--- src/design/mem_island_pkg.sv ---
// Address layout, widths and shared types of the banked scratchpad.
// Banks are interleaved on address bits 3:2; the layout assumes four 32-bit banks.
package mem_island_pkg;

  localparam int unsigned AddrWidth    = 12;
  localparam int unsigned NarrowWidth  = 32;
  localparam int unsigned WideWidth    = 64;
  localparam int unsigned NumLanes     = 2;
  localparam int unsigned NumWideBanks = 2;
  localparam int unsigned NumBanks     = 4;
  localparam int unsigned WordsPerBank = 256;

  // Byte address fields
  localparam int unsigned LaneBit     = 2;
  localparam int unsigned WideBankBit = 3;
  localparam int unsigned WordLsb     = 4;

  // Lost contention cycles before the wide port wins once, 0 keeps narrow on top
  localparam int unsigned WidePriorityWait = 1;

  localparam int unsigned PrioCntWidth =
    (WidePriorityWait > 0) ? $clog2(WidePriorityWait + 1) : 1;

  typedef logic [AddrWidth-1:0]              addr_t;
  typedef logic [NarrowWidth-1:0]            narrow_data_t;
  typedef logic [NarrowWidth/8-1:0]          narrow_strb_t;
  typedef logic [WideWidth-1:0]              wide_data_t;
  typedef logic [WideWidth/8-1:0]            wide_strb_t;
  typedef logic [$clog2(WordsPerBank)-1:0]   bank_addr_t;
  typedef logic [$clog2(NumBanks)-1:0]       bank_sel_t;
  typedef logic [NumBanks-1:0]               bank_mask_t;
  typedef logic [PrioCntWidth-1:0]           prio_cnt_t;

endpackage

--- src/design/wide_splitter.sv ---
// Splits a 64-bit access over the two lanes of one wide bank, lane 0 in the low half.
// Both lanes are granted together, so the joined read data has a fixed latency.
`timescale 1ns/1ps

module wide_splitter (
  input  logic                         clk_i,
  input  logic                         rst_ni,
  input  logic                         req_i,
  input  mem_island_pkg::addr_t        addr_i,
  input  logic                         we_i,
  input  mem_island_pkg::wide_data_t   wdata_i,
  input  mem_island_pkg::wide_strb_t   strb_i,
  input  logic                         gnt_i,
  input  mem_island_pkg::narrow_data_t bank_rdata_i [mem_island_pkg::NumBanks],
  output mem_island_pkg::bank_mask_t   bank_req_o,
  output mem_island_pkg::bank_addr_t   bank_addr_o,
  output logic                         we_o,
  output mem_island_pkg::narrow_data_t lane_wdata_o [mem_island_pkg::NumLanes],
  output mem_island_pkg::narrow_strb_t lane_strb_o  [mem_island_pkg::NumLanes],
  output logic                         gnt_o,
  output logic                         rvalid_o,
  output mem_island_pkg::wide_data_t   rdata_o
);

  localparam int unsigned LaneW = mem_island_pkg::NarrowWidth;
  localparam int unsigned StrbW = mem_island_pkg::NarrowWidth / 8;

  logic wide_sel;
  logic wide_sel_q;
  logic accept_q;

  assign wide_sel    = addr_i[mem_island_pkg::WideBankBit];
  assign bank_addr_o = addr_i[mem_island_pkg::WordLsb +: $bits(mem_island_pkg::bank_addr_t)];
  assign we_o        = we_i;
  assign gnt_o       = gnt_i;

  // Request every lane of the selected wide bank
  always_comb begin
    bank_req_o = '0;
    for (int l = 0; l < mem_island_pkg::NumLanes; l++) begin
      bank_req_o[wide_sel*mem_island_pkg::NumLanes+l] = req_i;
    end
  end

  always_ff @(posedge clk_i or negedge rst_ni) begin
    if (!rst_ni) begin
      accept_q <= 1'b0;
    end else begin
      accept_q <= gnt_i;
    end
  end

  always_ff @(posedge clk_i) begin
    if (gnt_i) begin
      wide_sel_q <= wide_sel;
    end
  end

  for (genvar l = 0; l < mem_island_pkg::NumLanes; l++) begin : gen_lane
    assign lane_wdata_o[l]            = wdata_i[l*LaneW +: LaneW];
    assign lane_strb_o[l]             = strb_i[l*StrbW +: StrbW];
    assign rdata_o[l*LaneW +: LaneW]  = bank_rdata_i[wide_sel_q*mem_island_pkg::NumLanes+l];
  end

  assign rvalid_o = accept_q;

endmodule

--- config.mk ---
export PLATFORM = sky130hd
export DESIGN_NAME = wide_splitter
export DESIGN_NICKNAME = d
export VERILOG_FILES = /design/src/design/mem_island_pkg.sv /design/src/design/wide_splitter.sv
export SDC_FILE = /design/constraint.sdc
export NUM_CORES = 1
export LEC_CHECK = 0
export ABC_AREA = 1
export BUFFER_PORTS_ARGS = -buffer_cell sky130_fd_sc_hd__buf_4
export CAP_MARGIN = 20
export CORE_AREA = 2 2 141 143
export CTS_BUF_LIST = sky130_fd_sc_hd__clkbuf_16
export DETAILED_ROUTE_END_ITERATION = 7
export DIE_AREA = 0 0 143 145
export GPL_ROUTABILITY_DRIVEN = 1
export PLACE_DENSITY = 0.41
export SLEW_MARGIN = 0
export SYNTH_ARGS = -nofsm -noshare
export SYNTH_HDL_FRONTEND = slang
export SYNTH_SLANG_ARGS = --single-unit
--- constraint.sdc ---
create_clock -name clk_i -period 2.7 [get_ports clk_i]
set_input_delay 0.405 -clock clk_i [delete_from_list [all_inputs] [get_ports clk_i]]
set_output_delay 0.405 -clock clk_i [all_outputs]
set_load 0.02 [all_outputs]
Word level (Yosys, flattened, before mapping)
Index checks and enable logic that the tools add are counted.
{"block": "word_totals", "inputBits": 217, "word_cells": 26, "register_bits": 2, "out_inout_bits": 151}
{"block": "classes", "mux": 11, "magnitude_cmp": 6, "addsub": 2, "n_bitwise": 3, "reduce_logical": 2}
{"operator": "32-bit binary-select mux with 2-bit select", "count": 2}
{"operator": "32-bit 2-to-1 mux", "count": 4}
{"operator": "33-bit by 3-bit greater-or-equal comparator with 1-bit output, second input constant", "count": 2}
{"operator": "2-bit NOT with 33-bit output", "count": 1}
{"operator": "3-bit NOT with 33-bit output", "count": 1}
{"operator": "2-bit by 1-bit adder with 3-bit output, second input constant", "count": 2}
{"operator": "4-bit by 3-bit bitwise AND with 4-bit output", "count": 1}
{"operator": "4-bit bitwise mux", "count": 1}
{"operator": "3-bit by 1-bit greater-or-equal comparator with 1-bit output, second input constant", "count": 1}
{"operator": "2-bit by 3-bit < comparator with 1-bit output, second input constant", "count": 1}
{"operator": "3-bit < comparator, second input constant", "count": 1}
{"operator": "1-bit demux with 2-bit select", "count": 1}
{"operator": "2-bit by 1-bit greater-or-equal comparator with 1-bit output, second input constant", "count": 1}
{"operator": "1-bit logical AND", "count": 2}
{"operator": "1-bit 2-to-1 mux", "count": 2}
{"operator": "1-bit demux with 1-bit select", "count": 1}

Longest topological paths before layout
{"block": "depth", "depth_word": 6, "mapped_depth": 4, "depth_no_buf": 3}

Worst setup path before layout
Ideal clock, no wire load.
{"block": "synth_timing", "kind": "input to output", "start": "input port req_i", "end": "output port bank_req_o[1]", "n_path_buf": 1, "required_ps": 2295, "path_stages": 3, "setup_slack_ps": 1339, "arrival_ps": 956, "path_cell_list": "inv_1 -> nor2_1 -> buf_4"}
{"block": "synth_via", "elab_chain_len": 2}
{"item": "from (decl)", "line_no": "wide_splitter.sv:8", "rtl": "input logic req_i,"}
{"item": "4-bit by 3-bit bitwise AND with 4-bit output (no source line)"}
{"item": "4-bit bitwise mux *", "line_no": "wide_splitter.sv:41", "rtl": "bank_req_o[wide_sel*mem_island_pkg::NumLanes+l] = req_i;"}
{"item": "to (decl)", "line_no": "wide_splitter.sv:15", "rtl": "output mem_island_pkg::bank_mask_t bank_req_o,"}
Mark *: on every way between the ends. The rest lies on a longest branch, timed or not.

Worst setup path after layout
{"block": "layout_timing", "start": "register wide_sel_q", "end": "output port rdata_o[39]"}
{"block": "layout_via", "elab_chain_len": 5}
{"item": "from (decl)", "line_no": "wide_splitter.sv:29", "rtl": "logic wide_sel_q;"}
{"item": "from (signal assigned)", "line_no": "wide_splitter.sv:55", "rtl": "wide_sel_q <= wide_sel;"}
{"item": "2-bit by 1-bit adder with 3-bit output", "line_no": "wide_splitter.sv:62", "rtl": "assign rdata_o[l*LaneW +: LaneW] = bank_rdata_i[wide_sel_q*mem_island_pkg::NumLanes+l];"}
{"item": "3-bit NOT with 33-bit output (implied by the code)", "line_no": "wide_splitter.sv:62"}
{"item": "32-bit binary-select mux with 2-bit select", "line_no": "wide_splitter.sv:62"}
{"item": "32-bit 2-to-1 mux (implied by the code) (2 in series)", "line_no": "wide_splitter.sv:62"}
{"item": "to (decl)", "line_no": "wide_splitter.sv:22", "rtl": "output mem_island_pkg::wide_data_t rdata_o"}
Every way passes these cells. The select of a mux whose other input is x is not followed.

==> results.ini <==
[cts]
path_clk_slew_ns=0.03
numCtsBuffers=3
tritoncts=yes
postCtsResizedCells=0
htree_levels=1
library_cell_used_as_clock_root_buffer=sky130_fd_sc_hd__clkbuf_16
ctsLongestPathBuffers=2
cts_sinks=2

[synth]
synthDistinctLibCells=9
synth_nets=513
yosys.area.top_type=sky130_fd_sc_hd__nand2_1
synth_seq_area_share=0.03563
synth.cell_area_um2=1545
synth.ff_latch_count=2
synth_top_cells_by_area=sky130_fd_sc_hd__nand2_1, sky130_fd_sc_hd__buf_4, sky130_fd_sc_hd__clkbuf_8
synth.yosys.warnings=0
post-synth-top-area-fraction=0.4688
synth_cells=296
synth.avg_cell_area_um2=5.220

[power]
vdd_ir_drop_max_mv=0.3766
post-layout-total-power_w=0.0008437
power-per-cell-area_nw_per_um2=305.5
leakage_power_nw=1.649

[setup_path]
critPathRequiredTime_ns=2.30
critical_path_class=flip-flop to output pin
crit_path_end_kind=output pin
timing.critical_path.from_type=flip-flop
crit_arrival_ns=1.40
critical-path-slowest-cell=sky130_fd_sc_hd__edfxtp_1
max_stage_delay_ns=0.41
path_max_fanout=33
timing.critical_path.cells=inv_2 -> buf_4 -> nand2_1 -> nand2_1 -> buf_4

[grt]
global_route_total_usage_across_every_layer=0.05834
first_pass_grt_wire_length_um=9729
grt_pass1_vias=1949
grt_max_degree=39
grt_remaining_overflow=0
grt_antenna_before_repair=0

[floorplanning]
floorplan.rows=51
start_util=0.08045
boundary_pins=368
fp.coreArea_um2=19210
die_w_um=143
chipHeight_um=145
floorplan.die_area_um2=20740

[routing]
final_antenna_net_count=0
first_iter_violations=54
detailed_routing_iteration_count_for_the_pre_antenna_repair_pass=4
wl_per_cell_um=10.42
drc_errors=0
route.vias.total=2012
wirelength_um=7034
per_cell_via_count_in_the_routed_design=2.981

[timing]
max_slew_margin=0.7218
hold_violations=0
grt_setup_unrepaired=no
final-setup-viol-count=0
report.final.slew_viol_count=0
period_share=0.6690
fin_setup_tns_ns=0
post-route-min-period_ns=1.806
post_route_setup_slack_ns=0.8937
fmax_ghz=0.5536
worst_slew_pin_slew_ns=0.4173
fin_hold_ws_ns=0.3129

[place]
pre_cts_slack_ns=1.096
detailed_place_hpwl_um=5753
detailed_place.area_um2=2673
count_of_buffers_from_port_buffering=202
gp_congestion=0.6511

[job]
max_cap_violations=0

[layout]
synth_to_final_area_change_pct=78.70
antenna-diode-count=0
layout-drive-gt1-share=0.5122
nets=628
post-route-cell-area_um2=2761

[hold_path]
hold-path-endpoint=rvalid_o$_DFF_PN0_
whs_path_depth=1
hold_class=primary input to flip-flop
holdCritStartpoint=gnt_i

[outcome]
outcome=finished clean

critical path: cells and delay by family (launching register included):
| kind | cells | cell delay (ns) |
|---|---|---|
| buffers and inverters | 3 | 0.52 |
| DFF | 1 | 0.41 |
| and+or+nand+nor | 2 | 0.22 |
metal layers:
| metal | wire length (um) | track usage | part of all wire | vias to the layer above |
|---|---|---|---|---|
| li1 | - | - | - | 1016 |
| met1 | 2272 | 0.05129 | 0.32 | 790 |
| met2 | 3252 | 0.1026 | 0.46 | 166 |
| met3 | 1145 | 0.03168 | 0.16 | 40 |
| met4 | 364 | 0.03564 | 0.052 | 0 |
| met5 | 0 | 0 | 0 | - |
state kept, by name, summed over array words and instances, names as in the netlist:
signal / flops
rvalid_o: 1
wide_sel_q: 1
per-stage QoR:
step           std cells  utilization
2_1_floorplan        296            -
3_3_place_gp         670       0.1391
3_5_place_dp         670       0.1391
4_1_cts              675       0.1438
5_1_grt              675       0.1438
6_report             675       0.1438
power by group:
| part | leakage (nW) | switching [W] | total [W] | internal [W] |
|---|---|---|---|---|
| combinational | 1.59 | 0.000292 | 0.000578 | 0.000286 |
| sequential | 0.0214 | 0.00000116 | 0.0000357 | 0.0000345 |
| clock | 0.0423 | 0.0000395 | 0.000230 | 0.000191 |
logic make-up after synthesis:
| family | count (synthesis) | share of synthesized area |
|---|---|---|
| DFF | 2 | 0.03563 |
| buffers and inverters | 100 | 0.4931 |
| and+or+nand+nor | 194 | 0.4712 |
how the worst max path moves through the flow:
stage                               startpoint       endpoint  slack [ns]  cells past startpoint
after global routing      wide_sel_q$_DFFE_PP_     rdata_o[2]        0.77                      5
final                     wide_sel_q$_DFFE_PP_    rdata_o[39]        0.89                      5
after global placement    wide_sel_q$_DFFE_PP_    rdata_o[39]        1.10                      5
after detailed placement  wide_sel_q$_DFFE_PP_    rdata_o[39]        1.10                      5
after floorplan                          req_i  bank_req_o[1]        1.34                      3
after CTS                 wide_sel_q$_DFFE_PP_    rdata_o[39]        0.86                      5
repair_timing:
action                    in CTS  in global routing
hold endpoints to repair       1                  0
setup buffers                  0                  0
hold buffers                   1                  0
layout by cell type, fill, tap and decap left out, drive strengths merged:
cell	count
buf	206
clkbuf	3
dfrtp	1
dlygate4sd3	1
edfxtp	1
inv	4
nand2	193
nor2	1
Yosys cell counts:
cell / count
sky130_fd_sc_hd__nand2_1: 193
sky130_fd_sc_hd__inv_2: 1
sky130_fd_sc_hd__clkbuf_8: 6
sky130_fd_sc_hd__buf_4: 85
sky130_fd_sc_hd__edfxtp_1: 1
sky130_fd_sc_hd__buf_2: 6
sky130_fd_sc_hd__inv_1: 2
sky130_fd_sc_hd__nor2_1: 1
sky130_fd_sc_hd__dfrtp_1: 1
area by class of cell:
class	instances	area [um^2]
fill	2268	16450
timing repair buffer	207	1556
multi-input combinational	194	728.2
tap	265	331.6
clock buffer	3	75.07
sequential	2	55.05
inverter	3	11.26
clock inverter	1	3.754
Power figures use the tool's default switching activity.
