--- src/design/mem_island_pkg.sv ---
// Address layout, widths and shared types of the banked scratchpad.
// Banks are interleaved on address bits 3:2; the layout assumes four 32-bit banks.
package mem_island_pkg;

  localparam int unsigned AddrWidth    = 12;
  localparam int unsigned NarrowWidth  = 32;
  localparam int unsigned WideWidth    = 64;
  localparam int unsigned NumLanes     = 2;
  localparam int unsigned NumWideBanks = 2;
  localparam int unsigned NumBanks     = 4;
  localparam int unsigned WordsPerBank = 256;

  // Byte address fields
  localparam int unsigned LaneBit     = 2;
  localparam int unsigned WideBankBit = 3;
  localparam int unsigned WordLsb     = 4;

  // Lost contention cycles before the wide port wins once, 0 keeps narrow on top
  localparam int unsigned WidePriorityWait = 1;

  localparam int unsigned PrioCntWidth =
    (WidePriorityWait > 0) ? $clog2(WidePriorityWait + 1) : 1;

  typedef logic [AddrWidth-1:0]              addr_t;
  typedef logic [NarrowWidth-1:0]            narrow_data_t;
  typedef logic [NarrowWidth/8-1:0]          narrow_strb_t;
  typedef logic [WideWidth-1:0]              wide_data_t;
  typedef logic [WideWidth/8-1:0]            wide_strb_t;
  typedef logic [$clog2(WordsPerBank)-1:0]   bank_addr_t;
  typedef logic [$clog2(NumBanks)-1:0]       bank_sel_t;
  typedef logic [NumBanks-1:0]               bank_mask_t;
  typedef logic [PrioCntWidth-1:0]           prio_cnt_t;

endpackage

--- src/design/narrow_router.sv ---
// Routes the 32-bit port to one bank picked by address bits 3:2.
// Expects gnt_i only while a request is present.
`timescale 1ns/1ps

module narrow_router (
  input  logic                         clk_i,
  input  logic                         rst_ni,
  input  logic                         req_i,
  input  mem_island_pkg::addr_t        addr_i,
  input  logic                         we_i,
  input  mem_island_pkg::narrow_data_t wdata_i,
  input  mem_island_pkg::narrow_strb_t strb_i,
  input  logic                         gnt_i,
  input  mem_island_pkg::narrow_data_t bank_rdata_i [mem_island_pkg::NumBanks],
  output mem_island_pkg::bank_mask_t   bank_req_o,
  output mem_island_pkg::bank_addr_t   bank_addr_o,
  output logic                         we_o,
  output mem_island_pkg::narrow_data_t wdata_o,
  output mem_island_pkg::narrow_strb_t strb_o,
  output logic                         gnt_o,
  output logic                         rvalid_o,
  output mem_island_pkg::narrow_data_t rdata_o
);

  mem_island_pkg::bank_sel_t bank_sel;
  mem_island_pkg::bank_sel_t bank_sel_q;
  logic                      accept_q;

  // Wide bank bit on top of the lane bit gives the bank number
  assign bank_sel    = addr_i[mem_island_pkg::WideBankBit:mem_island_pkg::LaneBit];
  assign bank_req_o  = req_i ? (mem_island_pkg::bank_mask_t'(1) << bank_sel) : '0;
  assign bank_addr_o = addr_i[mem_island_pkg::WordLsb +: $bits(mem_island_pkg::bank_addr_t)];
  assign we_o        = we_i;
  assign wdata_o     = wdata_i;
  assign strb_o      = strb_i;
  assign gnt_o       = gnt_i;

  always_ff @(posedge clk_i or negedge rst_ni) begin
    if (!rst_ni) begin
      accept_q <= 1'b0;
    end else begin
      accept_q <= gnt_i;
    end
  end

  // Remember which bank answers next cycle
  always_ff @(posedge clk_i) begin
    if (gnt_i) begin
      bank_sel_q <= bank_sel;
    end
  end

  assign rvalid_o = accept_q;
  assign rdata_o  = bank_rdata_i[bank_sel_q];

endmodule

--- config.mk ---
export PLATFORM = sky130hd
export DESIGN_NAME = narrow_router
export DESIGN_NICKNAME = d
export VERILOG_FILES = /design/src/design/mem_island_pkg.sv /design/src/design/narrow_router.sv
export SDC_FILE = /design/constraint.sdc
export NUM_CORES = 1
export LEC_CHECK = 0
export BUFFER_PORTS_ARGS = -buffer_cell sky130_fd_sc_hd__buf_2
export CAP_MARGIN = 30
export CORE_AREA = 2 2 102 104
export DETAILED_ROUTE_END_ITERATION = 6
export DIE_AREA = 0 0 104 106
export GPL_ROUTABILITY_DRIVEN = 0
export PLACE_DENSITY_LB_ADDON = 0.15
export SYNTH_ARGS = -nofsm -noshare
export SYNTH_HDL_FRONTEND = slang
export SYNTH_SLANG_ARGS = --single-unit
--- constraint.sdc ---
create_clock -name clk_i -period 2 [get_ports clk_i]
set_input_delay 0.1 -clock clk_i [delete_from_list [all_inputs] [get_ports clk_i]]
set_output_delay 0.1 -clock clk_i [all_outputs]
set_load 0.05 [all_outputs]
Word-level counts from Yosys, hierarchy flattened
Index checks and enable logic that the tools add are counted.

Input bits: 181. Bits in registers: 3. Word-level logic and storage cells: 9.

Shift-type cells: 1. Bitwise logic cells: 1. Multiplexer cells: 4. Order comparisons: 1.

Operator list (number): binary-select mux 32 bit (select 2 bit) (1); two-way mux 32 bit (2); two-way mux 4 bit (1); << shifter 1 x 2 -> 4 bit (first input constant) (1); greater-or-equal comparator 3 bit (second input constant) (1); NOT 2 -> 3 bit (1).

Longest topological paths before layout
Gate-level depths: netlist of the first run.

Depth after elaboration: 4. Gate-level depth with buffers: 3. Mapped depth without buffers: 1.

Worst setup path before layout of the first run
Ideal clock, no wire load.

Path type: reg2out. Start: register bank_sel_q[0]. End: output port rdata_o[30]. Path buffers: 1. Arrival time: 1.259 ns. Stages on the path, launching flop included: 3. Slack: 0.641 ns. Path through: edfxtp_1 buf_6 mux4_1.

Word-level cells in the longest chain between the ends: 4.

RTL lines: start: declaration (line narrow_router.sv:26) `mem_island_pkg::bank_sel_t bank_sel_q;`; start signal: assignment (line narrow_router.sv:49) `bank_sel_q <= bank_sel;`; NOT 2 -> 3 bit (implied by the code) (line narrow_router.sv:54) `assign rdata_o = bank_rdata_i[bank_sel_q];`; binary-select mux 32 bit (select 2 bit) (line narrow_router.sv:54); two-way mux 32 bit (implied by the code) (2 in a row) (line narrow_router.sv:54); end: declaration (line narrow_router.sv:22) `output mem_island_pkg::narrow_data_t rdata_o`.

No other way between the ends. The select of a mux whose other input is x is not followed.

Final worst setup path of the first run
Start: register bank_sel_q[0]. End: output port rdata_o[25].

Same word-level chain as after synthesis.

==> results of run 1 <==
-- through the flow --
step	power [mW]	std cells	hold WS [ns]	utilization (%)	instance area [um^2]
after floorplan	0.862	92	-0.196	-	1280
after global placement	0.831	350	-0.124	19.1	1910
after detailed placement	0.832	350	-0.124	19.1	1910
after CTS	1.02	355	0.0501	19.7	1970
after global routing	1.05	355	0.0577	19.7	1970
final	0.999	355	0.0561	19.7	1970
-- sequential cells by signal, summed over array words and instances, names as in the netlist --
register / flops
rvalid_o: 1
bank_sel_q: 2
-- cells in the final DEF, fill, tap and decap left out --
master	instances
dlygate4sd3_1	1
clkbuf_1	1
clkbuf_8	3
dfrtp_1	1
buf_2	171
mux4_1	2
and3b_1	2
nor3b_1	1
buf_4	3
edfxtp_1	2
buf_12	1
and3_1	1
mux4_2	30
-- critical path, cell delays in order, from the launching register on --
cell	delay [ns]
edfxtp_1	0.39
buf_4	0.30
mux4_2	0.54
buf_2	0.23
-- worst min path at each step --
| stage | depth (start not counted) | slack, ns | end | startpoint |
|---|---|---|---|---|
| floorplan | 0 | -0.20 | rvalid_o | rst_ni |
| global placement | 1 | -0.12 | rvalid_o | rst_ni |
| detailed placement | 1 | -0.12 | rvalid_o | rst_ni |
| CTS | 1 | 0.05 | rvalid_o | gnt_i |
| global route | 1 | 0.06 | rvalid_o | gnt_i |
| finish | 1 | 0.06 | rvalid_o | gnt_i |
-- logic make-up after synthesis --
logic type | count (synthesis) | share of synthesized area [%]
buf+inv | 53 | 33.8
mux | 32 | 57.1
flops | 3 | 6.67
simple gates | 4 | 2.45
-- timing repair --
| action | in CTS | in global routing |
|---|---|---|
| setup buffers | 0 | 0 |
| endpoints found under the hold margin | 1 | 0 |
| hold buffers | 1 | 0 |
| gates resized for setup | 0 | 0 |
-- cell usage after synthesis --
cell type and instances:
buf_4 46, and3_1 1, nor3b_1 1, buf_6 1
buf_12 3, edfxtp_1 2, mux4_2 30, dfrtp_1 1
mux4_1 2, and3b_1 2, buf_2 3
-- power groups by stage --
stage	Combinational [mW]	Sequential (mW)	Clock, mW
final	0.749	0.0744	0.175
after global routing	0.794	0.0753	0.184
after CTS	0.759	0.0747	0.183
after detailed placement	0.757	0.0754	0
after global placement	0.755	0.0753	0
after floorplan	0.783	0.0785	0
-- layer usage --
metal	share of wire, %	vias to the layer above
li1	-	580
met1	35	638
met4	1.1	0
met2	54	114
met3	10	12
met5	0	-
-- layout make-up --
type / count / share of cell area, %
Clock buffer: 4 / 2.29
Tap cell: 136 / 8.65
Sequential cell: 3 / 4.32
Timing Repair Buffer: 176 / 46.2
Multi-Input combinational cell: 36 / 38.6
==> metrics.txt, run 1 <==
status=complete, no violations; share of layout cells above drive strength 1=95.0%; Comb pwr share=75.0%; dominant cells by area after synthesis=mux4_2 (53%), buf_4 (27%), buf_12 (4.7%), edfxtp_1 (4.7%), mux4_1 (4.1%); total global-route track usage=8.02%; CP Class=reg -> out; Final setup viols=0; Flop pwr share=7.4%; GR peak layer=met2; critical path required time=1.90 ns; vias in the first global route=1523; H-tree levels=1; Vias per Instance=3.79; Worst Setup SP=bank_sel_q[0]; Worst VDD drop=0.214 mV; Yosys cell types=11; Antenna Nets Post-Route=0; clock-pin slew on the worst setup and hold paths=0.03 ns; area taken by multi-input logic gates=759 um^2; Int Pwr=0.497 mW; syn_nets=273; row cnt=37; Synth Register Bits=3; Worst setup EP type=primary output; worst slew pin tran=0.262 ns; die height=106 um; post-synth top area cell=mux4_2; switching pwr=0.502 mW; nets@finish=401; initial drt markers=27; critical path arrival=1.68 ns; MaxCap Viol Count=0; crit path capture=rdata_o[25]; IO Port Bufs=171; number of inserted diodes=0; GR Layer Usage met1=8.80%; starting density of the core=12.8%; die area=11000 um^2; post-layout min period=1.78 ns; CTS root buf=clkbuf_8; Area growth, synth to finish=54.2%; Avg Synthesized Cell Area=13.9 um^2; setup TNS=0 ns; total grt overflow=0; P_leak=0.993 nW; RSZ-0062 raised after global routing=false; Syn. warnings=0; die width=104 um; Hold Vio Cnt, Final=0; DP Worst Slack=0.420 ns; final setup margin=0.225 ns; Clock Tree Buf Depth=2; first-pass GRT wire length=7330 um; WL final=4780 um; critical path peak fanout=13; Worst Setup Start Kind=flip-flop; CTS tree=done; via count=1344; fmax=563 MHz; GR Layer Usage met3=2.64%; Post-Syn Instances=92; met2 GRT Util=15.1%; Synth top area share=52.9%; part of the cycle the worst path needs=88.8%; sequential cell area=85.1 um^2; cts bufs inserted=3; Clk pwr share=17.5%; largest net degree at the start of global routing=20; fillcell total=1151; Post-DP HPWL=4320 um; Sink Count=3; drt first pass iters=2; Seq/Total Area, Yosys=6.67%; Tightest Hold Check Type=in -> reg; power density cells=508 nW/um^2; Core Area=10000 um^2; Post-Syn Area=1280 um^2; Residual DRC=0; Rel. slew slack=82.6%; IO Pins=264; routed len/inst=13.5 um; Pins Over Slew Limit=0; sw frac=50.3%; initial antenna violation count=0
Power figures use the tool's default switching activity.
==> inputs of run 2 (changes only) <==
- clock period: 2 -> 1.7 ns (I/O delays scaled with it)
==> run 2 against run 1 <==
Sequential share of layout area is 0.56 points lower. Worst hold slack worse by 0.021 ns. Largest power group unchanged. Total power is 37% higher. Highest routed layer unchanged. Core utilization is 2.9 points higher. Global-route usage is 0.45 points higher.
==> metrics.txt, run 2 (same netlist as run 1, synthesis figures left out) <==
Power Total=1.37 mW (was 0.999 mW); fmax=606 MHz; drt first pass iters=2 (unchanged); final setup margin=0.0497 ns (was 0.225 ns); critical path arrival=1.57 ns (was 1.68 ns); WL final=5060 um (was 4780 um); P_leak=1.10 nW (was 0.993 nW); Sink Count=3 (unchanged); Tightest Hold Check Type=in -> reg (unchanged); first-pass GRT wire length=7590 um (was 7330 um); die area=11000 um^2 (unchanged); critical path peak fanout=10 (was 13); Clock Tree Buf Depth=2 (unchanged); max reg flops=2 (unchanged); initial antenna violation count=0 (unchanged); CTS tree=done (unchanged); cts bufs inserted=3 (unchanged); RSZ-0062 raised after global routing=true (was false); CTS root buf=clkbuf_8 (unchanged); Area growth, synth to finish=77.0% (was 54.2%); H-tree levels=1 (unchanged); vias in the first global route=1520 (was 1523); status=complete, no violations (unchanged); total global-route track usage=8.48% (was 8.02%); number of inserted diodes=0 (unchanged); DP Worst Slack=0.154 ns (was 0.420 ns); die height=106 um (unchanged); power density cells=607 nW/um^2 (was 508 nW/um^2); Residual DRC=0 (unchanged); Antenna Nets Post-Route=0 (unchanged); Vias per Instance=3.81 (was 3.79); Worst VDD drop=0.295 mV (was 0.214 mV); commonest non-fill, non-tap cell in the layout=buf_2 (unchanged); IO Pins=264 (unchanged); Pins Over Slew Limit=0 (unchanged); via count=1367 (was 1344); total grt overflow=0 (unchanged); clock-pin slew on the worst setup and hold paths=0.03 ns (about the same); die width=104 um (unchanged); largest net degree at the start of global routing=20 (unchanged); starting density of the core=12.8% (unchanged); nets@finish=405 (was 401); initial drt markers=27 (unchanged); IO Port Bufs=171 (unchanged); Rel. slew slack=82.6% (about the same); Worst setup EP type=primary output (unchanged); row cnt=37 (unchanged); routed len/inst=14.1 um (was 13.5 um); MaxCap Viol Count=0 (unchanged); Core Area=10000 um^2 (unchanged); Top reg by flops=bank_sel_q (unchanged); Final setup viols=0 (unchanged); post-layout min period=1.65 ns; CP Class=reg -> out (unchanged); share of layout cells above drive strength 1=96.0% (was 95.0%); Post-DP HPWL=4330 um (was 4320 um); worst slew pin tran=0.261 ns (was 0.262 ns); part of the cycle the worst path needs=97.1%; Hold Vio Cnt, Final=0 (unchanged); critical path required time=1.62 ns (was 1.90 ns); Worst Setup Start Kind=flip-flop (unchanged); most frequent cells in the layout=buf_2 (139), mux4_2 (32), buf_6 (32) (was buf_2 (171), mux4_2 (30), clkbuf_8 (3), buf_4 (3))
[run 2: metal layers]
metal / share of wire [%] / track usage, %
met1: 35 / 9.05
met2: 53 / 15.7
met3: 10 / 3.19
met4: 1.3 / 2.12
met5: 0 / 0
[run 2: metrics by stage]
stage / hold WS [ns] / utilization [%] / area (um^2) / cells / setup TNS [ns]
2_1_floorplan: -0.211 / - / 1280 / 92 / 0
3_3_place_gp: -0.139 / 19.1 / 1910 / 350 / 0
3_5_place_dp: -0.140 / 19.1 / 1910 / 350 / 0
4_1_cts: 0.0327 / 21.6 / 2160 / 359 / -0.0128
5_1_grt: 0.0334 / 22.6 / 2260 / 359 / -0.261
6_report: 0.0356 / 22.6 / 2260 / 359 / 0
[run 2: where the power goes]
part           internal (mW)  switching, mW  total [mW]  leakage, nW
combinational          0.498          0.577        1.07         1.04
sequential            0.0844        0.00289      0.0873       0.0312
clock                  0.160         0.0479       0.208       0.0228
[run 2: cell type report]
| type | count | area (um^2) |
|---|---|---|
| Multi-Input combinational cell | 36 | 752 |
| Tap cell | 136 | 170 |
| Timing Repair Buffer | 180 | 1210 |
| Sequential cell | 3 | 85.1 |
| Fill cell | 1132 | 7740 |
| Clock buffer | 4 | 45.0 |
[run 2: final timing paths]
check                               from          to  slack, ns  cells after the start
setup / recovery           bank_sel_q[0]  rdata_o[9]       0.05                      4
hold / removal                     gnt_i    rvalid_o       0.04                      1
max in group asynchronous         rst_ni    rvalid_o       1.45                      2
min in group asynchronous         rst_ni    rvalid_o       0.17                      2
[run 2: worst max-delay path: stages (launching register included)]
cell      delay (ns)
edfxtp_1        0.37
buf_6           0.13
buf_12          0.15
mux4_2          0.53
buf_6           0.17
[run 2: what timing repair did]
action	4_1_cts	5_1_grt
buffers inserted	2	0
resized for setup	44	40
cloned	2	0
hold buffers	1	0
setup endpoints to repair	14	22
pin swaps	0	0
endpoints found under the hold margin	1	0
==> inputs of run 3 (changes only) <==
- CORE_AREA: 2 2 102 104 -> 5 5 100 102
- DIE_AREA: 0 0 104 106 -> 0 0 105 107
==> run 3 against run 2 <==
Flip-flop and latch count is the same. Clock-buffer cell count unchanged. Via count down 0.15%. Fmax is 1.2% lower. Combinational power about the same. Critical path depth is the same. Non-clock buffer count up 1. Cell count decreased by 6.7%. Critical path type unchanged. Largest power group unchanged. Core utilization up 2.2 points.
==> metrics.txt, run 3 (same netlist as run 1, synthesis figures left out) <==
critical path arrival=1.59 ns (was 1.57 ns); Antenna Nets Post-Route=0 (unchanged); Clk pwr share=14.9% (was 15.2%); largest net degree at the start of global routing=23 (was 20); sequential cell area=85.1 um^2 (unchanged); routed len/inst=18.4 um (was 14.1 um); final hold slack=0.0366 ns (was 0.0356 ns); IO Port Bufs=171 (unchanged); Vias per Instance=4.07 (was 3.81); Worst VDD drop=0.373 mV (was 0.295 mV); first-pass GRT wire length=8320 um (was 7590 um); Core Area=9020 um^2 (was 10000 um^2); share of layout cells above drive strength 1=96.0% (about the same); CTS root buf=clkbuf_8 (unchanged); Worst Setup SP=bank_sel_q[0] (unchanged); die area=11200 um^2 (was 11000 um^2); Clock Tree Buf Depth=2 (unchanged); via count=1365 (was 1367); Placed Area=1880 um^2 (was 1910 um^2); status=complete, no violations (unchanged); die width=105 um (was 104 um); clock-pin slew on the worst setup and hold paths=0.03 ns (about the same); max reg flops=2 (unchanged); total global-route track usage=9.26% (was 8.48%); WL final=6170 um (was 5060 um); sw frac=45.9% (was 45.8%); post-layout min period=1.67 ns (was 1.65 ns); Area growth, synth to finish=75.0% (was 77.0%); Pins Over Slew Limit=0 (unchanged); number of inserted diodes=0 (unchanged); die height=107 um (was 106 um); fin area=2230 um^2 (was 2260 um^2); drt first pass iters=4 (was 2); initial antenna violation count=0 (unchanged); Tightest Hold Check Type=in -> reg (unchanged); P_leak=1.10 nW (about the same); Hold Vio Cnt, Final=0 (unchanged); Final setup viols=0 (unchanged); Power Total=1.37 mW (about the same); Worst setup EP type=primary output (unchanged); area taken by multi-input logic gates=752 um^2 (unchanged); Top reg by flops=bank_sel_q (unchanged); most frequent cells in the layout=buf_2 (139), mux4_2 (32), buf_6 (29) (was buf_2 (139), mux4_2 (32), buf_6 (32)); vias in the first global route=1469 (was 1520); part of the cycle the worst path needs=98.2% (was 97.1%); initial drt markers=18 (was 27); starting density of the core=14.1% (was 12.8%); fmax=599 MHz (was 606 MHz); critical path required time=1.62 ns (about the same); setup TNS=0 ns (unchanged); total grt overflow=0 (unchanged); MaxCap Viol Count=0 (unchanged); Int Pwr=0.742 mW (was 0.743 mW); CP Class=reg -> out (unchanged); nets@finish=406 (was 405); IO Pins=264 (unchanged); commonest non-fill, non-tap cell in the layout=buf_2 (unchanged); CTS tree=done (unchanged); Flop pwr share=6.4% (about the same); crit path capture=rdata_o[26] (was rdata_o[9]); worst slew pin tran=0.313 ns (was 0.261 ns); RSZ-0062 raised after global routing=true (unchanged); Worst Setup Start Kind=flip-flop (unchanged); Comb pwr share=78.7% (was 78.5%); Residual DRC=0 (unchanged); switching pwr=0.629 mW (was 0.628 mW); critical path peak fanout=5 (was 10); power density cells=613 nW/um^2 (was 607 nW/um^2); cts bufs inserted=3 (unchanged); H-tree levels=1 (unchanged); Sink Count=3 (unchanged); fillcell total=993 (was 1132); row cnt=35 (was 37); Rel. slew slack=79.2% (was 82.6%); Layout Utilization=24.8% (was 22.6%)
run 3: changes by cell type in the layout (fill, tap and decap cells not counted), sizes merged:
cell | previous run | this run
clkbuf | 4 | 5
run 3: power by group through the flow:
stage	combinational, mW	clock [mW]	sequential [mW]
floorplan	0.922	0	0.0923
global placement	0.892	0	0.0887
detailed placement	0.894	0	0.0888
CTS	1.02	0.212	0.0871
global route	1.13	0.219	0.0879
finish	1.08	0.204	0.0873
run 3: worst min path at each step:
stage               endpoint  slack [ns]  cells past startpoint    from
finish              rvalid_o        0.04                      1   gnt_i
global route        rvalid_o        0.04                      1   gnt_i
CTS                 rvalid_o        0.03                      1   gnt_i
detailed placement  rvalid_o       -0.13                      1  rst_ni
global placement    rvalid_o       -0.14                      1  rst_ni
floorplan           rvalid_o       -0.21                      0  rst_ni
run 3: timing repair:
action	4_1_cts	5_1_grt
resized for setup	42	42
hold buffers	1	0
cloned	2	1
setup endpoints to repair	12	25
endpoints found under the hold margin	1	0
buffers inserted	3	0
run 3: layout make-up:
type	instances	share of cell area, %
Sequential cell	3	3.81
Tap cell	111	6.22
Timing Repair Buffer	181	54.3
Multi-Input combinational cell	36	33.7
Clock buffer	4	2.02
run 3: worst max-delay path, cell delays in order (launching register included):
cell and delay (ns):
edfxtp_1 0.37, buf_6 0.15, clkbuf_16 0.16, mux4_2 0.49
buf_4 0.21
run 3: layer usage:
metal / wire (um) / GRT usage [%] / part of all wire (%) / up-vias
li1: - / - / - / 589
met1: 1870 / 8.95 / 30 / 638
met2: 3270 / 17.0 / 53 / 124
met3: 900 / 4.82 / 15 / 14
met4: 126 / 2.83 / 2.0 / 0
met5: 0 / 0 / 0 / -
run 3: metrics by stage:
stage          std cells  setup WS, ns
2_1_floorplan         92         0.356
3_3_place_gp         325         0.199
3_5_place_dp         325         0.186
4_1_cts              335       -0.0126
5_1_grt              335       -0.0222
6_report             335        0.0299
